$ cat src/design/ddr_wr_pkg.sv
package ddr_wr_pkg;

    // 32-bit words per 256-bit controller beat
    localparam int WORDS_PER_BEAT = 8;

    // address bits that pick a word lane inside a beat
    localparam int LANE_BITS = 3;

    // write command to the DDR3 controller
    typedef struct packed {
        logic [27:0] addr;       // word units, beat aligned
        logic [3:0]  len;        // beats minus one
        logic [3:0]  id;
    } ddr_cmd_t;

    // one wide data beat, lane 0 in the low bits
    typedef struct packed {
        logic [255:0] data;
        logic [31:0]  strb;
    } ddr_wdata_t;

endpackage

$ cat src/design/axi_wr_pkg.sv
package axi_wr_pkg;

    // AXI burst encoding, only INCR maps onto DDR
    typedef enum logic [1:0] {
        BURST_FIXED = 2'b00,
        BURST_INCR  = 2'b01,
        BURST_WRAP  = 2'b10
    } burst_e;

    typedef enum logic [1:0] {
        RESP_OKAY   = 2'b00,
        RESP_SLVERR = 2'b10
    } resp_e;

    // write address request
    typedef struct packed {
        logic [3:0]  id;
        logic [27:0] addr;       // word units
        logic [7:0]  len;        // words minus one
        burst_e      burst;
    } axi_aw_t;

    // one write data word
    typedef struct packed {
        logic [31:0] data;
        logic [3:0]  strb;       // byte enables
        logic        last;
    } axi_w_t;

    // write response
    typedef struct packed {
        logic [3:0] id;
        resp_e      resp;
    } axi_b_t;

endpackage
$ cat src/design/burst_splitter.sv
`timescale 1ns/100ps

module burst_splitter #(
    parameter int max_beats = 16
) (
    input  logic                 clk,
    input  logic                 rstn,
    input  logic                 aw_fire,
    input  axi_wr_pkg::axi_aw_t  aw,
    input  logic                 cmd_fire,
    output ddr_wr_pkg::ddr_cmd_t cmd,
    output logic [4:0]           cmd_beats,
    output logic                 final_cmd
);
    import ddr_wr_pkg::*;

    logic [28:0] end_word;      // one extra bit so the top beat can't wrap
    logic [5:0]  total_beats;
    logic [27:0] addr_q;
    logic [5:0]  remain_q;      // beats not yet covered by a command
    logic [3:0]  id_q;

    assign end_word    = {1'b0, aw.addr} + 29'(aw.len);
    assign total_beats = 6'(end_word[28:LANE_BITS] - {1'b0, aw.addr[27:LANE_BITS]}) + 6'd1;

    assign cmd_beats = (remain_q > 6'(max_beats)) ? 5'(max_beats) : 5'(remain_q);
    assign final_cmd = (remain_q <= 6'(max_beats));

    assign cmd.addr = addr_q;
    assign cmd.len  = 4'(cmd_beats - 5'd1);
    assign cmd.id   = id_q;

    always_ff @(posedge clk) begin
        if (aw_fire) begin
            addr_q <= {aw.addr[27:LANE_BITS], {LANE_BITS{1'b0}}};     // round down to beat
            id_q   <= aw.id;
        end else if (cmd_fire) begin
            addr_q <= addr_q + (28'(cmd_beats) << LANE_BITS);        // eight words per beat
        end
    end

    always_ff @(posedge clk) begin
        if (!rstn) begin
            remain_q <= '0;
        end else if (aw_fire) begin
            remain_q <= total_beats;
        end else if (cmd_fire) begin
            remain_q <= remain_q - 6'(cmd_beats);
        end
    end

    // a command issued past the end would show up here as remain_q == 0
    assert property (@(posedge clk) disable iff (!rstn)
        cmd_fire |-> (cmd.len <= 4'(max_beats - 1)) && (remain_q != '0))
        else $error("ddr command too long or issued past the transaction end");

endmodule

$ cat config.mk
export PLATFORM = sky130hd
export DESIGN_NAME = burst_splitter
export DESIGN_NICKNAME = d
export VERILOG_FILES = /design/src/design/ddr_wr_pkg.sv /design/src/design/axi_wr_pkg.sv /design/src/design/burst_splitter.sv
export SDC_FILE = /design/constraint.sdc
export NUM_CORES = 1
export LEC_CHECK = 0
export ABC_AREA = 1
export BUFFER_PORTS_ARGS = -buffer_cell sky130_fd_sc_hd__buf_2
export CAP_MARGIN = 25
export CORE_MARGIN = 1.5
export CORE_UTILIZATION = 39
export CTS_CLUSTER_SIZE = 25
export DETAILED_ROUTE_END_ITERATION = 8
export PLACE_DENSITY = 0.62
export SYNTH_ARGS = -nofsm -noshare
export SYNTH_HDL_FRONTEND = slang
export SYNTH_SLANG_ARGS = --single-unit
$ cat constraint.sdc
create_clock -name clk -period 2.7 [get_ports clk]
set_input_delay 0 -clock clk [delete_from_list [all_inputs] [get_ports clk]]
set_output_delay 0 -clock clk [all_outputs]
set_load 0.02 [all_outputs]
Word-level counts from Yosys, hierarchy flattened
Index checks and enable logic that the tools add are counted.
Widths: inputs -> output; s select.
Word-level totals
  bits in registers: 38
  latch bits: 0
  memory bits (writable): 0
  ROM bits: 0
  logic and storage cells: 18
  memories kept: 0
Cells by class
  add/subtract/negate cells: 6
  $mul: 0
  divide/modulo/power cells: 0
  magnitude comparators: 2
  equality and inequality tests: 0
  shifts and indexed selects: 0
  multiplexer cells: 5
  bitwise logic cells: 0
  reductions and logical operators: 1
Operators by type and width (number)
  $mux 28: 2
  $add 28x8->28: 1
  $mux 6: 2
  $add 9x8->9: 1
  $add 6x1->6 const B: 1
  $gt 6x5->1 const B: 1
  $le 6x5->1 const B: 1
  $sub 6x5->6: 1
  $sub 6x6->6: 1
  $mux 5: 1
  $sub 4x1->4 const B: 1
  $reduce_bool 2->1: 1

Longest topological paths before layout
Gate-level depths: netlist (run 1).
  word-level depth: 5
  gate-level depth with buffers: 22

Least setup slack after synthesis (run 1)
No wires, ideal clock.
  path type: flip-flop to flip-flop
  start: register remain_q[1]
  end: register addr_q[27], data pin
  library setup time: 0.252 ns
  data arrival time: 2.865 ns
  required time: 2.448 ns
  path slack: -0.418 ns
  stages on the path, launching flop included: 19
  path buffers: 0
  clock period less this slack: 3.118 ns
  cell sequence: dfxtp_1 -> nor2_1 -> nand3_1 -> a21oi_1 -> nand2_1 -> inv_1 -> ha_1 -> inv_1 -> fa_1 -> nor2_1 -> nand3_2 -> nand2_4 -> nand2_4 -> nand2_4 -> nand2_1 -> nand2_1 -> nand2_1 -> nand2_1 -> nand2_1
On the way
  cells in the longest elaborated chain, start to end: 5
Ends and longest elaborated chain
  start, declared: RTL line burst_splitter.sv:20  | logic [5:0] remain_q;
  start signal, assigned: RTL line burst_splitter.sv:46  | remain_q <= total_beats;
  start signal, assigned: RTL line burst_splitter.sv:48  | remain_q <= remain_q - 6'(cmd_beats);
  $gt 6x5->1: RTL line burst_splitter.sv:26  | assign cmd_beats = (remain_q > 6'(max_beats)) ? 5'(max_beats) : 5'(remain_q);
  $mux 5: RTL line burst_splitter.sv:26
  via cmd_beats[0]: RTL line burst_splitter.sv:12  | output logic [4:0] cmd_beats,
  $add 28x8->28: RTL line burst_splitter.sv:38  | addr_q <= addr_q + (28'(cmd_beats) << LANE_BITS);
  $mux 28: RTL line burst_splitter.sv:37  | end else if (cmd_fire) begin
  $mux 28: RTL line burst_splitter.sv:34  | if (aw_fire) begin
  end signal, assigned: RTL line burst_splitter.sv:35  | addr_q <= {aw.addr[27:LANE_BITS], {LANE_BITS{1'b0}}};
  end signal, assigned: RTL line burst_splitter.sv:38
  end, declared: RTL line burst_splitter.sv:19  | logic [27:0] addr_q;
The timed path passes the listed nets, and every way through them passes these cells. The select of a mux whose other input is x is not followed.
A chain may end at the register's enable or synchronous reset.

Final worst setup path (run 1)
  start: register remain_q[1]
  end: register addr_q[15], data pin
On the way
  cells in the longest elaborated chain, start to end: 5
Ends and longest elaborated chain (RTL line)
  $gt 6x5->1: burst_splitter.sv:26
  $mux 5 (*): burst_splitter.sv:26
  $add 28x8->28 (*): burst_splitter.sv:38
  $mux 28 (*): burst_splitter.sv:37
  $mux 28 (*): burst_splitter.sv:34
Every way passes the cells marked *; elsewhere a longest branch is shown, timed or not. The select of a mux whose other input is x is not followed.

==> summary.md, run 1 <==
| Metric | Value |
|---|---|
| HPWL Detailed | 5620 um |
| Worst Tran Pin Value | 968 ps |
| Core area | 7330 um^2 |
| HP Class | primary input to flip-flop |
| Area growth syn-to-layout | 32.4% |
| Die ar. | 8230 um^2 |
| Remaining antenna violation count | 0 |
| Reg2Reg Setup Slack | 120 ps |
| Cells after Synth | 414 |
| Yosys Warn Count | 0 |
| Critical Path End | addr_q[15] |
| Via/cell ratio | 4.73 |
| Met2 usage | 0.301 |
| First-pass GRT wire length | 12300 um |
| Placed cells | 593 |
| Chip Height | 90.7 um |
| GRT Overall Usage | 0.183 |
| Worst VDD drop | 0.207 mV |
| Drt wl/cell | 11.7 um |
| Reg2reg start | remain_q[1] |
| Status | finished clean |
| Max-slew violation count | 0 |
| Mean post-synth cell area | 7.25 um^2 |
| Max-cap viol count | 0 |
| Final #Nets | 599 |
| Worst EP arrival | 2700 ps |
| R2R Path End | addr_q[15] |
| Final Cycle Share | 0.955 |
| Num Clock Sinks | 35 |
| Port bufs | 82 |
| CP Max Fanout | 4 |
| Layout Cells excl Fill | 629 |
| Library cells used by synthesis | 38 |
| Setup crit start kind | flip-flop |
| Cts bufs inserted | 5 |
| IO Pins | 88 |
| N_diodes | 0 |
| Leakage | 0.00205 uW |
| GRT Max-Usage Layer | met2 |
| Largest net degree at the start of global routing | 31 |
| Clock Latency Late Sink | 290 ps |
| Met1 Usage GRT | 0.241 |
| Routed via count | 2978 |
| CP Launch Point | remain_q[1] |
| Most frequent cells in the layout | nand2_1 (132), buf_2 (82), inv_1 (54), nand3_1 (36), edfxtp_1 (29) |
| Sequential area share after synthesis | 0.330 |
| RePlAce Congestion | 0.895 |
| CTS tree | built |
| Slew headroom | 0.354 |
| Residual DRC | 0 |
| Maximum clock rate | 388 MHz |
| Num rows | 31 |
| DR iter-0 viols | 155 |
| Yosys reg bits | 35 |
| Clock transition at path regs | 70 ps |
| Tmin final | 2580 ps |
| Post-Route Utilization | 0.542 |
| CTS Buffer Depth | 2 |
| Worst reg2reg path depth | 17 |
| H-tree depth | 2 |
| DRT Wirelength | 7340 um |
| Initial Utilization | 0.409 |
| GR Layer Usage met3 | 0.0328 |
| Grt total ovfl | 0 |
| Required @ worst endpoint | 2820 ps |
| Initial DRT Pass Iterations | 4 |
| Final setup viols | 0 |
| Setup_tns | 0 ps |
| P per Cell Area | 526 nW/um^2 |
| Root Driver | clkbuf_8 |
| Setup CP Type | flip-flop to flip-flop |
| Vias in the first global route | 2765 |
| Clock skew | 6.51 ps |
| Share of post-route cells with drive strength above 1 | 0.257 |
| Synth Cell Area | 3000 um^2 |
| Antenna violations before repair | 0 |
| Die Wd | 90.7 um |
| Final hold vios | 0 |
| Most common cell after layout, fill and taps aside | nand2_1 |
| Worst setup EP type | flip-flop |
==> logic make-up after synthesis <==
| logic type | after synthesis | synth area share |
|---|---|---|
| adder cells (fa/ha/maj) | 24 | 0.105 |
| AND/OR/NAND/NOR | 232 | 0.350 |
| flip-flops | 35 | 0.330 |
| AO/OA/AOI/OAI | 43 | 0.0921 |
| XOR/XNOR | 11 | 0.0321 |
| other | 2 | 0.00250 |
| buffers and inverters | 67 | 0.0884 |
==> worst min-delay path by stage <==
stage	start	to	slack (ps)	cells past startpoint
2_1_floorplan	rstn	remain_q[1]	100	2
3_3_place_gp	aw[38]	id_q[0]	180	1
3_5_place_dp	aw[39]	id_q[1]	180	1
4_1_cts	aw[17]	addr_q[7]	30	3
5_1_grt	aw[17]	addr_q[7]	50	3
6_report	aw[17]	addr_q[7]	40	3
==> layer usage <==
layer  part of all wire  routed length, um
met4             0.0095                 70
met1               0.47               3440
met3              0.055                400
met5                  0                  0
met2               0.47               3430
==> stage by stage <==
| step | total power [uW] | hold WS [ps] | setup slack [ps] | area, um^2 |
|---|---|---|---|---|
| finish | 2090 | 38.6 | 123 | 3970 |
| global route | 2250 | 54.7 | -25.1 | 3970 |
| CTS | 2070 | 30.1 | 3.39 | 3870 |
| detailed placement | 1610 | 179 | 18.7 | 3550 |
| global placement | 1590 | 177 | 84.3 | 3550 |
| floorplan | 1370 | 97.6 | 2.03 | 3020 |
==> cell usage after synthesis (all sizes together) <==
cell	n	area, um^2
a211oi	1	7.51
a21o	6	48.8
a21oi	12	63.8
a22oi	1	7.51
a31oi	7	43.8
buf	6	36.3
clkbuf	3	11.3
conb	2	7.51
dfxtp	6	120
edfxtp	29	871
fa	2	40.0
ha	22	275
inv	58	218
nand2	146	618
nand3	39	213
nand3b	3	22.5
nand4	2	12.5
nor2	32	130
nor3	7	35.0
nor4	1	6.26
o211ai	1	7.51
o21ai	15	97.6
or2	2	12.5
xnor2	8	70.1
xor2	3	26.3
==> sequential cells by signal (all words and copies together), names as in the netlist <==
name and count:
remain_q 6, id_q 4, addr_q 25
==> final cells by class <==
type	instances	area, um^2
multi-input cells	314	1810
inverters	58	218
fillers	721	3360
well taps	99	124
repair buffers	115	733
clock buffers	8	100
flip-flops and latches	35	993
==> repair_timing <==
item,CTS,global route
setup buffers,0,5
gates resized for setup,0,12
hold buffers,22,0
hold endpoints to repair,26,0
endpoints found under the setup margin,0,9
==> worst max-delay path: stages, from the launching register on <==
cell	delay (ps)
dfxtp_2	330
nor2_4	140
nand3_4	100
a21oi_4	200
nand2_2	100
inv_2	60
ha_2	170
inv_1	60
fa_2	390
nor2_2	100
nand3_2	90
nand2_4	120
buf_4	130
nand2_2	50
nand2_2	100
buf_4	100
nand2_1	50
a31oi_1	130
==> power by group <==
part / internal (uW) / switching [uW]
combinational: 360 / 552
clock: 233 / 194
sequential: 672 / 78.9
total: 1270 / 824
No activity file was read; power rests on OpenSTA's default activity.
==> run 2, diff against run 1 <==
--- a/config.mk
+++ b/config.mk
@@ -6,7 +6,7 @@
 export NUM_CORES = 1
 export LEC_CHECK = 0
 export ABC_AREA = 1
-export BUFFER_PORTS_ARGS = -buffer_cell sky130_fd_sc_hd__buf_2
+export BUFFER_PORTS_ARGS = -buffer_cell sky130_fd_sc_hd__buf_4
 export CAP_MARGIN = 25
 export CORE_MARGIN = 1.5
 export CORE_UTILIZATION = 39
==> run 2 against run 1 <==
- worst hold slack worse by 23 ps
- sequential power grew 0.5%
- first-iteration DRC count increased by 28%
- register-to-register slack improved by 60 ps
- via count decreased by 1.1%
- core utilization grew 2.2 points
- combinational power is 7.5% higher
- critical endpoint is now addr_q[27]
- largest cell class unchanged
==> summary.md, run 2 (synthesized netlist as in run 1, its figures left out) <==
| Metric | Value |
|---|---|
| Sequential Power Share | 0.357 (was 0.359) |
| RePlAce Congestion | 0.913 (was 0.895) |
| Maximum clock rate | 397 MHz (was 388 MHz) |
| Largest regs | addr_q: 25 flops, remain_q: 6 flops, id_q: 4 flops (unchanged) |
| Clock transition at path regs | 70 ps (about the same) |
| Status | finished clean (unchanged) |
| H-tree depth | 2 (unchanged) |
| Antenna violations before repair | 0 (unchanged) |
| Setup crit start kind | flip-flop (unchanged) |
| Grt total ovfl | 0 (unchanged) |
| Clock skew | 7.84 ps (was 6.51 ps) |
| Final hold vios | 0 (unchanged) |
| Switch share | 0.394 (was 0.395) |
| Largest net degree at the start of global routing | 35 (was 31) |
| Cts bufs inserted | 5 (unchanged) |
| Die Wd | 90.7 um (unchanged) |
| Residual DRC | 0 (unchanged) |
| Crit-path cells | nor2_4, nand3_4, a21oi_4, nand2_2, inv_2, ha_2, inv_1, fa_2, nor2_2, nand3_2, nand2_4, nand2_4, nand2_8, nand2_1, nand2_1, nand2_1, nand2_1, nand2_1 (was nor2_4, nand3_4, a21oi_4, nand2_2, inv_2, ha_2, inv_1, fa_2, nor2_2, nand3_2, nand2_4, buf_4, nand2_2, nand2_2, buf_4, nand2_1, a31oi_1) |
| IO Pins | 88 (unchanged) |
| Die ar. | 8230 um^2 (unchanged) |
| Setup_tns | 0 ps (unchanged) |
| HP Class | primary input to flip-flop (unchanged) |
| Routed via count | 2944 (was 2978) |
| Biggest register | addr_q (unchanged) |
| Tmin final | 2520 ps (was 2580 ps) |
| Remaining antenna violation count | 0 (unchanged) |
| Share of post-route cells with drive strength above 1 | 0.245 (was 0.257) |
| Combinational fraction of design power | 0.464 (was 0.437) |
| First-pass GRT wire length | 12600 um (was 12300 um) |
| Leakage | 0.00209 uW (was 0.00205 uW) |
| P per Cell Area | 510 nW/um^2 (was 526 nW/um^2) |
| Vias in the first global route | 2795 (was 2765) |
| Num rows | 31 (unchanged) |
| Drt wl/cell | 11.8 um (was 11.7 um) |
| Num Clock Sinks | 35 (unchanged) |
| HPWL Detailed | 5590 um (was 5620 um) |
| Final setup viols | 0 (unchanged) |
| Final #Nets | 596 (was 599) |
| Largest stage delay, worst path | 390 ps (about the same) |
| Max-cap viol count | 0 (unchanged) |
| Required @ worst endpoint | 2750 ps (was 2820 ps) |
| Via/cell ratio | 4.70 (was 4.73) |
| Setup CP Type | flip-flop to flip-flop (unchanged) |
| Final Cycle Share | 0.934 (was 0.955) |
| Switch Pwr | 831 uW (was 824 uW) |
| Clock Latency Late Sink | 290 ps (about the same) |
| DR iter-0 viols | 199 (was 155) |
| Core area | 7330 um^2 (unchanged) |
| N_diodes | 0 (unchanged) |
| RSZ-0062 raised after global routing | no |
| Worst setup EP type | flip-flop (unchanged) |
| DRT Wirelength | 7420 um (was 7340 um) |
| CTS Buffer Depth | 2 (unchanged) |
| Worst EP arrival | 2570 ps (was 2700 ps) |
| PnR Total Power | 2110 uW (was 2090 uW) |
| Area growth syn-to-layout | 37.7% (was 32.4%) |
| Internal power | 1280 uW (was 1270 uW) |
| CTS tree | built (unchanged) |
| Initial DRT Pass Iterations | 6 (was 4) |
| CP Max Fanout | 8 (was 4) |
| GRT Overall Usage | 0.186 (was 0.183) |
| Most numerous cell on the critical path | nand2_1 (was nand2_2) |
| Max-slew violation count | 0 (unchanged) |
| Most frequent cells in the layout | nand2_1 (133), buf_4 (89), inv_1 (55), nand3_1 (36), edfxtp_1 (29) (was nand2_1 (132), buf_2 (82), inv_1 (54), nand3_1 (36), edfxtp_1 (29)) |
| Port bufs | 82 (unchanged) |
| Worst VDD drop | 0.223 mV (was 0.207 mV) |
| Clock power frac | 0.178 (was 0.204) |
| Most common cell after layout, fill and taps aside | nand2_1 (unchanged) |
| Initial Utilization | 0.409 (unchanged) |
| Slowest-stage cell, CP | fa_2 (unchanged) |
| Chip Height | 90.7 um (unchanged) |
| Root Driver | clkbuf_8 (unchanged) |
| Max FFs per register | 25 (unchanged) |
## run 2: cell count changes in the layout (fill, tap and decap cells not counted), moves of 2 or more
cell / delta
buf_2: -82
buf_4: +79
clkbuf_1: +2
clkbuf_8: -2
## run 2: final timing paths
path | start | endpoint | slack (ps) | depth (start not counted)
max reg2reg | remain_q[1] | addr_q[27] | 180 | 18
max | remain_q[1] | addr_q[27] | 180 | 18
min | aw[17] | addr_q[7] | 20 | 3
min reg2reg | remain_q[0] | remain_q[0] | 550 | 2
## run 2: routing by layer
metal | routed length, um | GRT usage
met3 | 311 | 0.0261
met5 | 0 | 0
met1 | 3600 | 0.248
met2 | 3420 | 0.311
met4 | 87 | 0.0516
## run 2: metrics by stage
| step | utilization | std cells | setup slack [ps] | area, um^2 | hold slack [ps] |
|---|---|---|---|---|---|
| detailed placement | 0.510 | 591 | 25.4 | 3740 | 180 |
| finish | 0.564 | 626 | 178 | 4130 | 15.4 |
| CTS | 0.551 | 621 | 28.2 | 4040 | 7.59 |
| global placement | 0.510 | 591 | 81.8 | 3740 | 178 |
| global route | 0.564 | 626 | 9.43 | 4130 | 65.0 |
| floorplan | - | 416 | 2.03 | 3020 | 97.6 |
## run 2: area by class of cell
type	count	area (um^2)
clock buffer	8	80.1
fill	732	3200
inverter	58	218
multi-input combinational	314	1800
sequential	35	993
tap	99	124
timing repair buffer	112	916
## run 2: power by group through the flow
stage / Sequential, uW / Combinational, uW / Clock, uW
after detailed placement: 763 / 919 / 0
after global routing: 765 / 1090 / 400
after CTS: 751 / 952 / 387
after floorplan: 816 / 553 / 0
after global placement: 759 / 904 / 0
final: 754 / 980 / 376
## run 2: timing repair
item	CTS	global route
setup endpoints to repair	0	11
resized for setup	0	10
hold buffers	22	0
endpoints found under the hold margin	25	0
buffers inserted	0	4
## run 2: worst max-delay path, delay by kind of cell (launching register included)
family / cells / cell delay [ps]
and+or+nand+nor: 13 / 1070
buffers and inverters: 2 / 130
adders and majority gates: 2 / 570
DFF: 1 / 340
AOI/OAI and AO/OA: 1 / 190
==> run 3, diff against run 2 <==
--- a/config.mk
+++ b/config.mk
@@ -13,6 +13,7 @@
 export CTS_CLUSTER_SIZE = 25
 export DETAILED_ROUTE_END_ITERATION = 8
 export PLACE_DENSITY = 0.62
+export REMOVE_ABC_BUFFERS = 1
 export SYNTH_ARGS = -nofsm -noshare
 export SYNTH_HDL_FRONTEND = slang
 export SYNTH_SLANG_ARGS = --single-unit
==> run 3 against run 2 <==
- core utilization rose by 0.14 points
- final cell count rose by 0.32%
- sequential share of layout area fell by 0.12 points
- highest routed layer unchanged
- clock power rose by 26%
- critical path type unchanged
- first-iteration DRC count fell by 44%
- die area did not move
- register-to-register slack improved by 60 ps
- flip-flop and latch count did not move
- largest power group unchanged
- combinational power barely moved
==> summary.md, run 3 (synthesized netlist as in run 1, its figures left out) <==
| Metric | Value |
|---|---|
| Status | finished clean (unchanged) |
| Final hold vios | 0 (unchanged) |
| Area growth syn-to-layout | 38.1% (was 37.7%) |
| Drt wl/cell | 12.2 um (was 11.8 um) |
| Setup CP Type | flip-flop to flip-flop (unchanged) |
| Root Driver | clkbuf_8 (unchanged) |
| Internal power | 1360 uW (was 1280 uW) |
| Chip Height | 90.7 um (unchanged) |
| Final setup viols | 0 (unchanged) |
| Maximum clock rate | 406 MHz (was 397 MHz) |
| Clock transition at path regs | 80 ps (was 70 ps) |
| Setup_tns | 0 ps (unchanged) |
| Die Wd | 90.7 um (unchanged) |
| Most common cell after layout, fill and taps aside | nand2_1 (unchanged) |
| Tmin final | 2460 ps (was 2520 ps) |
| Required @ worst endpoint | 2750 ps (about the same) |
| Setup crit start kind | flip-flop (unchanged) |
| Hold_ws | 10.6 ps (was 15.4 ps) |
| Switch share | 0.382 (was 0.394) |
| H-tree depth | 2 (unchanged) |
| Switch Pwr | 840 uW (was 831 uW) |
| Max-cap viol count | 0 (unchanged) |
| Combinational fraction of design power | 0.444 (was 0.464) |
| DR iter-0 viols | 112 (was 199) |
| Reg2reg start | remain_q[5] (was remain_q[1]) |
| Share of post-route cells with drive strength above 1 | 0.250 (was 0.245) |
| Clock power frac | 0.215 (was 0.178) |
| Leakage | 0.00211 uW (was 0.00209 uW) |
| CP Launch Point | remain_q[5] (was remain_q[1]) |
| First-pass GRT wire length | 12800 um (was 12600 um) |
| Sequential Power Share | 0.341 (was 0.357) |
| HPWL Detailed | 5810 um (was 5590 um) |
| R2R Path End | addr_q[23] (was addr_q[27]) |
| Via/cell ratio | 4.70 (about the same) |
| Worst setup EP type | flip-flop (unchanged) |
| Max-slew violation count | 0 (unchanged) |
| Die ar. | 8230 um^2 (unchanged) |
| Initial DRT Pass Iterations | 4 (was 6) |
| RePlAce Congestion | 0.845 (was 0.913) |
| Crit-path cells | nor2_4, inv_1, nor2_1, ha_1, inv_1, nor2_1, nor2_2, nand2_4, buf_4, nand3_1, nand2_1, nand2_1, nand2_1, nand2_1, nand2_1 (was nor2_4, nand3_4, a21oi_4, nand2_2, inv_2, ha_2, inv_1, fa_2, nor2_2, nand3_2, nand2_4, nand2_4, nand2_8, nand2_1, nand2_1, nand2_1, nand2_1, nand2_1) |
| Most frequent cells in the layout | nand2_1 (134), buf_4 (92), inv_1 (55), nand3_1 (36), edfxtp_1 (29) (was nand2_1 (133), buf_4 (89), inv_1 (55), nand3_1 (36), edfxtp_1 (29)) |
| WL met1 | 3820 um (was 3600 um) |
| Final Cycle Share | 0.912 (was 0.934) |
| CP Max Fanout | 7 (was 8) |
| Worst reg2reg path depth | 15 (was 18) |
| CTS tree | built (unchanged) |
| HP Class | primary input to flip-flop (unchanged) |
| P per Cell Area | 531 nW/um^2 (was 510 nW/um^2) |
| Clock skew | 3.09 ps (was 7.84 ps) |
| Biggest register | addr_q (unchanged) |
| Port bufs | 82 (unchanged) |
| Slowest-stage cell, CP | dfxtp_1 (was fa_2) |
| Remaining antenna violation count | 0 (unchanged) |
| Largest net degree at the start of global routing | 35 (unchanged) |
| Cts bufs inserted | 5 (unchanged) |
| Vias in the first global route | 2795 (unchanged) |
| Residual DRC | 0 (unchanged) |
| Post-Route Utilization | 0.565 (was 0.564) |
| Worst EP arrival | 2510 ps (was 2570 ps) |
| Antenna violations before repair | 0 (unchanged) |
| Most numerous cell on the critical path | nand2_1 (unchanged) |
| Routed via count | 2954 (was 2944) |
| Clock Latency Late Sink | 290 ps (about the same) |
| Largest stage delay, worst path | 380 ps (was 390 ps) |
| Core area | 7330 um^2 (unchanged) |
| Critical Path End | addr_q[23] (was addr_q[27]) |
| Largest regs | addr_q: 25 flops, remain_q: 6 flops, id_q: 4 flops (unchanged) |
| Met2 Wirelength | 3440 um (was 3420 um) |
| IO Pins | 88 (unchanged) |
| RSZ-0062 raised after global routing | no (unchanged) |
| Num rows | 31 (unchanged) |
| Num Clock Sinks | 35 (unchanged) |
| Max Used Layer | met4 (unchanged) |
| GRT Overall Usage | 0.190 (was 0.186) |
| DRT Wirelength | 7690 um (was 7420 um) |
| Initial Utilization | 0.409 (unchanged) |
| Met3 Wirelength | 370 um (was 311 um) |
| N_diodes | 0 (unchanged) |
| Worst VDD drop | 0.332 mV (was 0.223 mV) |
| CTS Buffer Depth | 2 (unchanged) |
| Max FFs per register | 25 (unchanged) |
| Grt total ovfl | 0 (unchanged) |
| Reg2Reg Setup Slack | 240 ps (was 180 ps) |
| Final #Nets | 598 (was 596) |
[run 3: cell type report]
class                   instances  area (um^2)
clock inverters                 3         38.8
clock buffers                   5         68.8
flip-flops and latches         35          991
inverters                      58          218
well taps                      99          124
multi-input cells             314         1780
fillers                       723         3190
repair buffers                114          928
[run 3: metal layers]
layer	track usage	up-vias
met5	0	-
met4	0.0344	0
met2	0.309	71
li1	-	1564
met3	0.0362	6
met1	0.264	1313
[run 3: worst min path at each step]
stage	endpoint	slack, ps	from	cells after the start
floorplan	remain_q[1]	100	rstn	2
detailed placement	id_q[3]	180	aw[41]	1
global placement	id_q[0]	180	aw[38]	1
CTS	addr_q[24]	6	aw[34]	3
finish	addr_q[24]	10	aw[34]	3
global route	addr_q[24]	30	aw[34]	3
[run 3: critical path: cells and delay by family, from the launching register on]
| family | cells | cell delay [ps] |
|---|---|---|
| adder cells (fa/ha/maj) | 1 | 290 |
| AND/OR/NAND/NOR | 11 | 1110 |
| flip-flops | 1 | 380 |
| buffers and inverters | 3 | 450 |
[run 3: repair_timing]
| action | 4_1_cts | 5_1_grt |
|---|---|---|
| setup buffers | 0 | 2 |
| resized for setup | 0 | 8 |
| setup endpoints to repair | 0 | 10 |
| hold endpoints to repair | 26 | 0 |
| hold buffers | 21 | 0 |
[run 3: stage by stage]
stage | total power [uW] | instance area (um^2) | std cells | setup WS, ps
after floorplan | 1350 | 2960 | 407 | -432
after global placement | 1680 | 3760 | 596 | 26.4
after detailed placement | 1690 | 3760 | 596 | -54.0
after CTS | 2200 | 4080 | 625 | 50.2
after global routing | 2360 | 4140 | 628 | 31.1
final | 2200 | 4140 | 628 | 239
[run 3: power groups by stage]
stage | registers (uW) | logic [uW] | clock network [uW]
6_report | 751 | 977 | 474
5_1_grt | 763 | 1100 | 505
4_1_cts | 749 | 962 | 485
3_5_place_dp | 760 | 934 | 0
3_3_place_gp | 759 | 917 | 0
2_1_floorplan | 813 | 536 | 0
